$ cat src/verilog/ps_pio_pkg.sv
/*
 * programmable i/o channel common definitions
 * register offsets, command field widths and the command word layout
 */
`default_nettype none

package ps_pio_pkg;

    localparam logic [4:0] reg_en_rst       = 5'd0; // enable / channel reset
    localparam logic [4:0] reg_cmd          = 5'd1; // sequence command queue
    localparam logic [4:0] reg_status_cntrl = 5'd2; // status mode and seq number

    localparam int seq_addr_bits = 10;              // sequencer program address
    localparam int page_bits     = 2;               // buffer page number
    localparam int cmd_bits      = seq_addr_bits + page_bits + 3; // queue entry, 15

    // word written to reg_cmd
    typedef struct packed {
        logic [31-cmd_bits:0]     unused;
        logic                     cmd_wait; // hold until earlier transfers done
        logic                     wr;       // memory write from buffer
        logic                     need;     // urgent request
        logic [page_bits-1:0]     page;
        logic [seq_addr_bits-1:0] seq_addr;
    } seq_cmd_t;

    // word written to reg_en_rst
    typedef struct packed {
        logic [29:0] unused;
        logic        en;   // enable requests
        logic        nrst; // low holds channel in reset
    } en_rst_t;

    typedef union packed {
        seq_cmd_t cmd;
        en_rst_t  ctl;
    } cmd_word_t;

endpackage

`default_nettype wire

$ cat src/verilog/cmd_deser.sv
/*
 * byte-serial command deserializer
 * six bytes per write: address low/high, then data bytes 0..3,
 * address filtered by base and mask
 */
`default_nettype none
`timescale 1ns/1ps

module cmd_deser #(
    parameter logic [15:0] ps_addr = 16'h0100,
    parameter logic [15:0] ps_mask = 16'h03e0
) (
    input  wire logic           rst,  // clock
    input  wire logic           mclk, // async reset, active high
    input  wire logic [7:0]     ad,   // serial address/data byte
    input  wire logic           stb,  // marks first byte
    output logic [4:0]          addr, // register offset in window
    output ps_pio_pkg::cmd_word_t data,
    output logic                we    // one cycle write strobe
);

    logic [2:0]  byte_cnt; // 0 idle, 1..5 collecting
    logic [47:0] sr;       // byte 0 ends up in [7:0]
    logic        last;     // all six bytes in
    logic        hit;      // masked address match

    always_ff @(posedge rst or posedge mclk) begin
        if (mclk) begin
            byte_cnt <= 3'd0;
            last     <= 1'b0;
        end else begin
            last <= (byte_cnt == 3'd5);   // byte 5 this cycle
            if (stb) begin
                byte_cnt <= 3'd1;         // restart on any strobe
            end else if (byte_cnt != 3'd0) begin
                byte_cnt <= (byte_cnt == 3'd5) ? 3'd0 : byte_cnt + 3'd1;
            end
        end
    end

    // shift only while a message is in flight, holds during we
    always_ff @(posedge rst) begin
        if (stb || (byte_cnt != 3'd0)) begin
            sr <= {ad, sr[47:8]};
        end
    end

    assign hit  = ((sr[15:0] ^ ps_addr) & ps_mask) == 16'h0000;
    assign we   = last && hit;
    assign addr = sr[4:0];     // low address bits select register
    assign data = sr[47:16];   // data byte 0 in bits 7:0

endmodule

`default_nettype wire

$ cat src/verilog/seq_issue.sv
/*
 * sequence command issue
 * enable/reset register, command queue, arbiter requests,
 * sequencer hand-off and pending transfer count
 */
`default_nettype none
`timescale 1ns/1ps

module seq_issue #(
    parameter int cmd_fifo_depth = 4
) (
    input  wire logic                                  rst,  // clock
    input  wire logic                                  mclk, // async reset
    input  wire logic [4:0]                            addr,
    input  wire ps_pio_pkg::cmd_word_t                 data,
    input  wire logic                                  we,
    input  wire logic                                  channel_pgm_en, // grant
    input  wire logic                                  seq_done,
    output logic                                       want_rq,
    output logic                                       need_rq,
    output logic [ps_pio_pkg::seq_addr_bits-1:0]       seq_data,
    output logic                                       seq_set,
    output logic                                       chn_rst,
    output logic                                       busy,
    output logic                                       queue_half,
    output logic [ps_pio_pkg::page_bits-1:0]           head_page,
    output logic                                       head_wr
);

    localparam int aw        = $clog2(cmd_fifo_depth);
    localparam int pend_bits = 4;

    logic [ps_pio_pkg::cmd_bits-1:0] cmd_mem [cmd_fifo_depth];
    logic [aw:0]                     wr_ptr;   // extra bit tells full from empty
    logic [aw:0]                     rd_ptr;
    logic [aw:0]                     fill;
    logic                            nempty;
    logic                            full;
    logic                            push;
    logic                            set_en_rst;
    logic                            set_cmd;
    logic                            chn_en;
    logic                            chn_nrst;
    logic                            short_busy;
    logic                            start;
    logic                            last_wait; // wait bit of last issued cmd
    logic [pend_bits-1:0]            pending;   // issued, not yet done
    ps_pio_pkg::cmd_word_t           head;

    assign set_en_rst = we && (addr == ps_pio_pkg::reg_en_rst);
    assign set_cmd    = we && (addr == ps_pio_pkg::reg_cmd);
    assign fill       = wr_ptr - rd_ptr;
    assign nempty     = fill != '0;
    assign full       = fill[aw];                  // depth is a power of two
    assign queue_half = fill[aw] || fill[aw-1];
    assign push       = set_cmd && !full && !chn_rst;
    assign chn_rst    = !chn_nrst;
    assign head       = {{(32 - ps_pio_pkg::cmd_bits){1'b0}}, cmd_mem[rd_ptr[aw-1:0]]};

    always_ff @(posedge rst or posedge mclk) begin
        if (mclk) begin
            chn_en   <= 1'b0;  // disabled
            chn_nrst <= 1'b0;  // and in channel reset
        end else if (set_en_rst) begin
            chn_en   <= data.ctl.en;
            chn_nrst <= data.ctl.nrst;
        end
    end

    always_ff @(posedge rst) begin
        if (push) begin
            cmd_mem[wr_ptr[aw-1:0]] <= data[ps_pio_pkg::cmd_bits-1:0];
        end
    end

    always_ff @(posedge rst or posedge mclk) begin
        if (mclk) begin
            wr_ptr <= '0;
            rd_ptr <= '0;
        end else if (chn_rst) begin
            wr_ptr <= '0;      // flush queue
            rd_ptr <= '0;
        end else begin
            if (push)    wr_ptr <= wr_ptr + 1'b1;
            if (seq_set) rd_ptr <= rd_ptr + 1'b1; // pop issued head
        end
    end

    assign short_busy = want_rq || need_rq || seq_set;
    assign start      = chn_en && !chn_rst && nempty && !short_busy &&
                        ((pending == '0) || !last_wait);

    always_ff @(posedge rst or posedge mclk) begin
        if (mclk) begin
            want_rq   <= 1'b0;
            need_rq   <= 1'b0;
            seq_set   <= 1'b0;
            last_wait <= 1'b0;
            pending   <= '0;
        end else if (chn_rst) begin
            want_rq   <= 1'b0;
            need_rq   <= 1'b0;
            seq_set   <= 1'b0;
            last_wait <= 1'b0;
            pending   <= '0;
        end else begin
            seq_set <= channel_pgm_en;   // hand-off one cycle after grant
            if (channel_pgm_en) begin
                want_rq <= 1'b0;
                need_rq <= 1'b0;
            end else if (start) begin
                want_rq <= 1'b1;
                need_rq <= head.cmd.need;
            end
            if (seq_set) last_wait <= head.cmd.cmd_wait;
            if (seq_set && !seq_done) begin
                pending <= pending + 1'b1;
            end else if (!seq_set && seq_done) begin
                pending <= pending - 1'b1;
            end
        end
    end

    assign busy      = nempty || short_busy || (pending != '0);
    assign seq_data  = head.cmd.seq_addr;
    assign head_page = head.cmd.page;   // to page router at grant
    assign head_wr   = head.cmd.wr;

    a_no_full_push: assert property (@(posedge rst) disable iff (mclk)
        (set_cmd && !chn_rst) |-> !full)
        else $error("command write to full queue dropped");

    a_done_pending: assert property (@(posedge rst) disable iff (mclk || chn_rst)
        seq_done |-> (pending != '0))
        else $error("seq_done with no transfer pending");

endmodule

`default_nettype wire

$ cat src/verilog/page_router.sv
/*
 * buffer page router
 * queues page and direction per grant, steers the page to the
 * read or write buffer when the transfer starts
 */
`default_nettype none
`timescale 1ns/1ps

module page_router (
    input  wire logic                                rst,  // clock
    input  wire logic                                mclk, // async reset
    input  wire logic                                chn_rst,
    input  wire logic                                channel_pgm_en,
    input  wire logic [ps_pio_pkg::page_bits-1:0]    head_page,
    input  wire logic                                head_wr,
    input  wire logic                                buf_run,   // transfer start
    output logic [ps_pio_pkg::page_bits-1:0]         rpage,     // write-to-memory buffer
    output logic                                     rpage_set,
    output logic [ps_pio_pkg::page_bits-1:0]         wpage,     // read-from-memory buffer
    output logic                                     wpage_set,
    output logic                                     page_nempty
);

    localparam int page_depth = 4;
    localparam int pw         = $clog2(page_depth);

    logic [ps_pio_pkg::page_bits:0] page_mem [page_depth]; // {wr, page}
    logic [pw:0]                    wr_ptr;
    logic [pw:0]                    rd_ptr;
    logic [pw:0]                    fill;
    logic                           push;
    logic                           pop;
    logic                           out_wr;
    logic [ps_pio_pkg::page_bits-1:0] out_page;

    assign fill              = wr_ptr - rd_ptr;
    assign page_nempty       = fill != '0;
    assign push              = channel_pgm_en && !fill[pw] && !chn_rst;
    assign pop               = buf_run && page_nempty;
    assign {out_wr, out_page} = page_mem[rd_ptr[pw-1:0]];

    always_ff @(posedge rst) begin
        if (push) begin
            page_mem[wr_ptr[pw-1:0]] <= {head_wr, head_page};
        end
    end

    always_ff @(posedge rst or posedge mclk) begin
        if (mclk) begin
            wr_ptr <= '0;
            rd_ptr <= '0;
        end else if (chn_rst) begin
            wr_ptr <= '0;
            rd_ptr <= '0;
        end else begin
            if (push) wr_ptr <= wr_ptr + 1'b1;
            if (pop)  rd_ptr <= rd_ptr + 1'b1;
        end
    end

    // strobes, exactly one per popped entry
    always_ff @(posedge rst or posedge mclk) begin
        if (mclk) begin
            rpage_set <= 1'b0;
            wpage_set <= 1'b0;
        end else begin
            rpage_set <= pop && out_wr;
            wpage_set <= pop && !out_wr;
        end
    end

    always_ff @(posedge rst) begin
        if (pop && out_wr)  rpage <= out_page;
        if (pop && !out_wr) wpage <= out_page;
    end

    a_run_nempty: assert property (@(posedge rst) disable iff (mclk)
        buf_run |-> page_nempty)
        else $error("buf_run with no page queued");

endmodule

`default_nettype wire

$ cat src/verilog/status_gen.sv
/*
 * channel status generator
 * two-byte serial message: register address, then busy/half/page
 * flags with sequence number, sent once or on every change
 */
`default_nettype none
`timescale 1ns/1ps

module status_gen #(
    parameter logic [7:0] status_reg_addr = 8'h02
) (
    input  wire logic       rst,  // clock
    input  wire logic       mclk, // async reset
    input  wire logic [4:0] addr,
    input  wire logic [7:0] data, // control byte of the write
    input  wire logic       we,
    input  wire logic       busy,
    input  wire logic       queue_half,
    input  wire logic       page_nempty,
    input  wire logic       status_start, // receiver took first byte
    output logic [7:0]      status_ad,
    output logic            status_rq
);

    localparam logic [1:0] st_idle = 2'd0;
    localparam logic [1:0] st_addr = 2'd1; // first byte held
    localparam logic [1:0] st_data = 2'd2; // payload byte, last

    logic [1:0] state;
    logic [4:0] seq_num;
    logic       auto_en;   // mode 3, send on change
    logic       pend;      // one send requested by control write
    logic [2:0] flags;
    logic [2:0] last_sent;
    logic       set_ctrl;
    logic       trigger;

    assign set_ctrl = we && (addr == ps_pio_pkg::reg_status_cntrl);
    assign flags    = {busy, queue_half, page_nempty};
    assign trigger  = pend || (auto_en && (flags != last_sent));

    always_ff @(posedge rst or posedge mclk) begin
        if (mclk) begin
            auto_en <= 1'b0;
            seq_num <= 5'd0;
            pend    <= 1'b0;
        end else if (set_ctrl) begin
            auto_en <= &data[7:6];
            seq_num <= data[4:0];
            pend    <= data[6];   // modes 1 and 3 send now
        end else if ((state == st_idle) && trigger) begin
            pend <= 1'b0;
        end
    end

    always_ff @(posedge rst or posedge mclk) begin
        if (mclk) begin
            state     <= st_idle;
            status_rq <= 1'b0;
            status_ad <= 8'h00;
            last_sent <= 3'b000;
        end else begin
            case (state)
                st_idle: if (trigger) begin
                    state     <= st_addr;
                    status_rq <= 1'b1;
                    status_ad <= status_reg_addr;
                end
                st_addr: if (status_start) begin
                    state     <= st_data;
                    status_rq <= 1'b0;
                    status_ad <= {flags, seq_num}; // newest state wins
                    last_sent <= flags;
                end
                default: state <= st_idle;  // payload shown one cycle
            endcase
        end
    end

    a_start_rq: assert property (@(posedge rst) disable iff (mclk)
        status_start |-> status_rq)
        else $error("status_start without pending request");

endmodule

`default_nettype wire

$ cat src/verilog/ps_pio_top.sv
/*
 * programmable i/o channel top
 * command deserializer, issue logic, page router and status
 */
`default_nettype none
`timescale 1ns/1ps

module ps_pio_top #(
    parameter logic [15:0] ps_addr         = 16'h0100,
    parameter logic [15:0] ps_mask         = 16'h03e0,
    parameter logic [7:0]  status_reg_addr = 8'h02,
    parameter int          cmd_fifo_depth  = 4
) (
    input  wire logic                                rst,  // clock
    input  wire logic                                mclk, // async reset
    input  wire logic [7:0]                          ad,
    input  wire logic                                stb,
    output logic [7:0]                               status_ad,
    output logic                                     status_rq,
    input  wire logic                                status_start,
    output logic                                     want_rq,
    output logic                                     need_rq,
    input  wire logic                                channel_pgm_en,
    output logic [ps_pio_pkg::seq_addr_bits-1:0]     seq_data,
    output logic                                     seq_set,
    input  wire logic                                seq_done,
    input  wire logic                                buf_run,
    output logic [ps_pio_pkg::page_bits-1:0]         rpage,
    output logic                                     rpage_set,
    output logic [ps_pio_pkg::page_bits-1:0]         wpage,
    output logic                                     wpage_set
);

    wire logic [4:0]                       cmd_addr;
    wire ps_pio_pkg::cmd_word_t            cmd_data;
    wire logic                             cmd_we;
    wire logic                             chn_rst;
    wire logic                             busy;
    wire logic                             queue_half;
    wire logic                             page_nempty;
    wire logic [ps_pio_pkg::page_bits-1:0] head_page;
    wire logic                             head_wr;

    cmd_deser #(.ps_addr(ps_addr), .ps_mask(ps_mask)) i_cmd_deser (
        .rst(rst), .mclk(mclk), .ad(ad), .stb(stb),
        .addr(cmd_addr), .data(cmd_data), .we(cmd_we)
    );

    seq_issue #(.cmd_fifo_depth(cmd_fifo_depth)) i_seq_issue (
        .rst(rst), .mclk(mclk), .addr(cmd_addr), .data(cmd_data), .we(cmd_we),
        .channel_pgm_en(channel_pgm_en), .seq_done(seq_done),
        .want_rq(want_rq), .need_rq(need_rq), .seq_data(seq_data), .seq_set(seq_set),
        .chn_rst(chn_rst), .busy(busy), .queue_half(queue_half),
        .head_page(head_page), .head_wr(head_wr)
    );

    page_router i_page_router (
        .rst(rst), .mclk(mclk), .chn_rst(chn_rst), .channel_pgm_en(channel_pgm_en),
        .head_page(head_page), .head_wr(head_wr), .buf_run(buf_run),
        .rpage(rpage), .rpage_set(rpage_set), .wpage(wpage), .wpage_set(wpage_set),
        .page_nempty(page_nempty)
    );

    status_gen #(.status_reg_addr(status_reg_addr)) i_status_gen (
        .rst(rst), .mclk(mclk), .addr(cmd_addr), .data(cmd_data[7:0]), .we(cmd_we),
        .busy(busy), .queue_half(queue_half), .page_nempty(page_nempty),
        .status_start(status_start), .status_ad(status_ad), .status_rq(status_rq)
    );

endmodule

`default_nettype wire

$ cat config.mk
export PLATFORM = sky130hd
export DESIGN_NAME = ps_pio_top
export DESIGN_NICKNAME = d
export VERILOG_FILES = /design/src/verilog/ps_pio_pkg.sv /design/src/verilog/cmd_deser.sv /design/src/verilog/seq_issue.sv /design/src/verilog/page_router.sv /design/src/verilog/status_gen.sv /design/src/verilog/ps_pio_top.sv
export SDC_FILE = /design/constraint.sdc
export NUM_CORES = 1
export LEC_CHECK = 0
export ABC_AREA = 0
export BUFFER_PORTS_ARGS = -buffer_cell sky130_fd_sc_hd__buf_2
export CAP_MARGIN = 30
export CORE_UTILIZATION = 62
export CTS_BUF_LIST = sky130_fd_sc_hd__clkbuf_2 sky130_fd_sc_hd__clkbuf_4 sky130_fd_sc_hd__clkbuf_8
export DETAILED_ROUTE_END_ITERATION = 16
export PLACE_DENSITY = 0.81
export REMOVE_ABC_BUFFERS = 1
export SLEW_MARGIN = 5
export SYNTH_ARGS = -nofsm -noshare
export SYNTH_HDL_FRONTEND = slang
export SYNTH_HIERARCHICAL = 1
export SYNTH_SLANG_ARGS = --single-unit
$ cat constraint.sdc
create_clock -name rst -period 3.9 [get_ports rst]
set_clock_uncertainty 0.2 [all_clocks]
set_input_delay 0.975 -clock rst [delete_from_list [all_inputs] [get_ports rst]]
set_output_delay 0.975 -clock rst [all_outputs]
set_load 0.05 [all_outputs]
Word level (Yosys, flattened, before mapping). Memories as Yosys holds them, arrays and structs flattened. Cells that the tools add are included. Widths: inputs -> output; s select.

$add $sub $neg: 9. Reductions and logical operators: 49. Bitwise gates (word level): 1. Equal/unequal tests: 13. Multiplexer cells: 38.

Operators by type and width (count): $mux 3 (11); $logic_and 1x1->1 (19); $mux 1 (17); $logic_not 16->1 (1); $mux 8 (2); $pmux 8 s2 (1); $add 3x1->3 const B (5); $mux 4 (3); $ne 2x1->1 const B (5); $reduce_bool 3->1 (3); $logic_or 1x1->1 (8); $logic_not 1->1 (7); $ne 3x3->1 const B (2); $reduce_and 2->1 (3); $reduce_bool 2->1 (3); $sub 3x3->3 (2); $eq 5x1->1 const B (1); $eq 5x2->1 const B (1); $logic_not 5->1 (1); $add 4x1->4 const B (1); $logic_not 4->1 (1); $mux 2 (2); $pmux 2 s2 (1); $reduce_bool 4->1 (1); 9 further kinds (9).

Logic and storage cells: 137. Memories: 2. Flip-flop bits (word level): 101. Bits in writable memories: 72. Output and inout bits: 28. Input port bits: 15.

Memories: i_seq_issue.cmd_mem (depth 4, bits a word 15, read ports 1, clocked after Yosys merged registers in 0, write ports 1, RTL line seq_issue.sv:33) `logic [ps_pio_pkg::cmd_bits-1:0] cmd_mem [cmd_fifo_depth];`; i_page_router.page_mem (depth 4, bits a word 3, read ports 1, clocked after Yosys merged registers in 0, write ports 1, RTL line page_router.sv:27) `logic [ps_pio_pkg::page_bits:0] page_mem [page_depth];`.

Logic depth before layout (Yosys ltp).
Depth after elaboration: 10. Depth in mapped cells: 9. Depth with buffers taken out: 8.

Hierarchy. Netlist, hierarchy kept.

By module, submodules not included: seq_issue (instances 1, area each 3155.5 um^2, cells each 175, seq. area each 2202.1 um^2); cmd_deser (instances 1, area each 1909.3 um^2, cells each 103, seq. area each 1541.5 um^2); page_router (instances 1, area each 1111.1 um^2, cells each 70, seq. area each 680.7 um^2); status_gen (instances 1, area each 1108.6 um^2, cells each 106, seq. area each 525.5 um^2).

Worst setup path before layout. No wires, ideal clock.

Path kind: register to output. Start point: register i_seq_issue.rd_ptr[0]. End point: output seq_data[0] (netlist bit). Buffers on the path: 2. Path slack: 1.148 ns. Arrival time: 1.577 ns. Stages on the path, launching flop included: 4. Data required time: 2.725 ns. Cell sequence: dfrtp_1 -> buf_2 -> buf_2 -> mux4_2.

Cells in the longest elaborated chain, start to end: 1.

Ends and longest elaborated chain: start, declared (RTL line seq_issue.sv:35) `logic [aw:0] rd_ptr;`; start signal, assigned (RTL line seq_issue.sv:85) `if (seq_set) rd_ptr <= rd_ptr + 1'b1;`; $mem_v2 4x15; end, declared (RTL line ps_pio_top.sv:24) `output logic [ps_pio_pkg::seq_addr_bits-1:0] seq_data,`.

Every way passes these cells.

Worst setup path after layout.
Start point: register i_seq_issue.rd_ptr[0]. End point: output seq_data[5] (netlist bit).

Same word-level chain as after synthesis.

==> flow_summary.json <==
{
  "status": "completed",
  "final_layout_size_suffix_gt1_share_pct": 25.00,
  "path_max_fanout": 17,
  "crit_start": "i_seq_issue/rd_ptr[0]",
  "min_path_type": "flip-flop to flip-flop",
  "yosys_warnings": 6,
  "rsz0062_at_grt": "no",
  "power_mw": 3.499,
  "antenna_found_initial": 0,
  "setup_viol": 0,
  "vdd_ir_drop_max_v": 0.0004641,
  "first_iter_violations": 239,
  "final_util_pct": 70.83,
  "die_x_um": 109.4,
  "htreeDepth": 4,
  "slew_viol_final": 0,
  "finalCritPeriodShare_pct": 80.69,
  "vias": 3615,
  "cts_setup_buffers": 0,
  "fin_crit_ns": 3.147,
  "clk-insertion-delay-late_ns": 0.46,
  "grt_pass1_vias": 3656,
  "fmax_mhz": 317.8,
  "io_pins": 43,
  "hp-start": "i_cmd_deser/sr[13]",
  "final_hold_viol_count": 0,
  "gr-total-overflow": 0,
  "final_cells": 624,
  "pwr_density_cell_nw_per_um2": 447.9,
  "antenna_cells": 0,
  "postSynthCellCount": 437,
  "detail-route-antenna-nets": 0,
  "portBuffers": 42,
  "die_area_um2": 11980,
  "worstPathArrival_ns": 1.97,
  "cp-end-kind": "primary output",
  "die_y_um": 109.4,
  "cts_tree": "yes",
  "hold_path_depth": 0,
  "start_kind": "flip-flop",
  "synth_area_um2": 7157,
  "gr-usage-met3_pct": 6.461,
  "cts_buffer_depth": 2,
  "met1_usage_pct": 28.83,
  "grt_pass1_wl_um": 18330,
  "drt_first_pass_iters": 4,
  "cts_buffers": 17,
  "cp.required_ns": 2.72,
  "avgSynthCellArea_um2": 16.38,
  "drv_cap": 0,
  "clkSinkCount": 173,
  "grt_usage_pct": 21.69,
  "grt_max_degree": 41,
  "initial_core_util_pct": 64.88,
  "dp.cells": 592,
  "syn_to_final_growth_pct": 9.161,
  "gp_congestion": 0.7692,
  "grt_use_met2_pct": 33.87,
  "core-area_um2": 11030,
  "dp_hpwl_um": 7674,
  "critical_path_class": "flip-flop to primary output",
  "ctsResizeCount": 0,
  "clk_pin_slew_worst_paths_ns": 0.09,
  "fin_nets": 503,
  "reg2reg_depth": 7,
  "slew_headroom_pct": 46.20,
  "fin_tns_setup_ns": 0,
  "busiest_layer": "met2",
  "vias_per_cell": 5.793,
  "tightest_slew_ns": 0.8061,
  "routed_wl_um": 11680,
  "drc_errors": 0,
  "worstReg2RegStart": "i_seq_issue/wr_ptr[0]",
  "leakage_nw": 3.029,
  "cts_root_buf": "clkbuf_8",
  "core.rowCount": 38,
  "wire_per_inst_um": 18.72,
  "holdBufCountCts": 0
}
-- power breakdown --
| group | internal, mW | switching, mW | total [mW] |
|---|---|---|---|
| Sequential | 2.08 | 0.0617 | 2.15 |
| Combinational | 0.0224 | 0.0423 | 0.0648 |
| Clock | 0.646 | 0.643 | 1.29 |
| Total | 2.75 | 0.747 | 3.50 |
-- through the flow --
stage | setup WS, ns | hold slack, ns | area (um2)
finish | 0.7531 | 0.2258 | 7812
global route | 0.5898 | 0.2230 | 7812
CTS | 0.6985 | 0.2190 | 7812
detailed placement | 0.7565 | 0.2052 | 7395
global placement | 0.8832 | 0.2009 | 7375
floorplan | 0.8341 | 0.2003 | 6957
-- area by class of cell --
class | instances | area (um2)
inverters | 17 | 63.81
repair buffers | 47 | 260.3
clock buffers | 22 | 290.3
multi-input cells | 215 | 1946
well taps | 140 | 175.2
flip-flops and latches | 173 | 4950
fillers | 696 | 3218
clock inverters | 10 | 127.6
-- path summary, 6_finish.rpt --
kind,end,slack (ns)
setup / recovery,seq_data[5],0.75
hold / removal,i_cmd_deser/sr[5],0.23
setup reg to reg,i_seq_issue/cmd_mem[1][3],0.77
hold reg to reg,i_cmd_deser/sr[5],0.23
max in group asynchronous,i_status_gen/status_ad[7],2.47
min in group asynchronous,i_cmd_deser/byte_cnt[2],0.24
-- worst max-delay path, stage by stage, from the launching register on --
cell and delay, ns:
dfrtp_1 0.36, buf_4 0.33, mux4_2 0.58, buf_2 0.23
-- placed cells by master, fill, tap and decap left out, types with 3 or more instances in the layout --
master / instances
edfxtp_1: 124
dfrtp_1: 49
buf_2: 42
nor2_1: 24
clkbuf_8: 20
mux4_2: 18
inv_1: 17
o21ai_0: 17
ha_1: 14
mux2_2: 11
nor2b_1: 10
and2_1: 10
nand3_1: 10
nand2_1: 10
and3b_1: 9
mux2i_1: 9
nand2b_1: 7
xnor2_1: 7
o211ai_1: 7
inv_6: 5
xor2_1: 5
a21oi_1: 4
buf_4: 4
nand3b_1: 3
fa_1: 3
-- state kept, by name, summed over array words and instances (netlist names), 4 cells and up --
name,cells
i_cmd_deser/sr,48
i_page_router/page_mem,12
i_status_gen/seq_num,5
i_status_gen/status_ad,8
i_seq_issue/pending,4
i_seq_issue/cmd_mem,60
-- metal layers --
layer | wire, um | part of all wire, %
met1 | 5109 | 44
met2 | 5802 | 50
met3 | 540 | 4.6
met4 | 230 | 2.0
met5 | 0 | 0
Note: power is estimated with default switching activity, not from simulation.
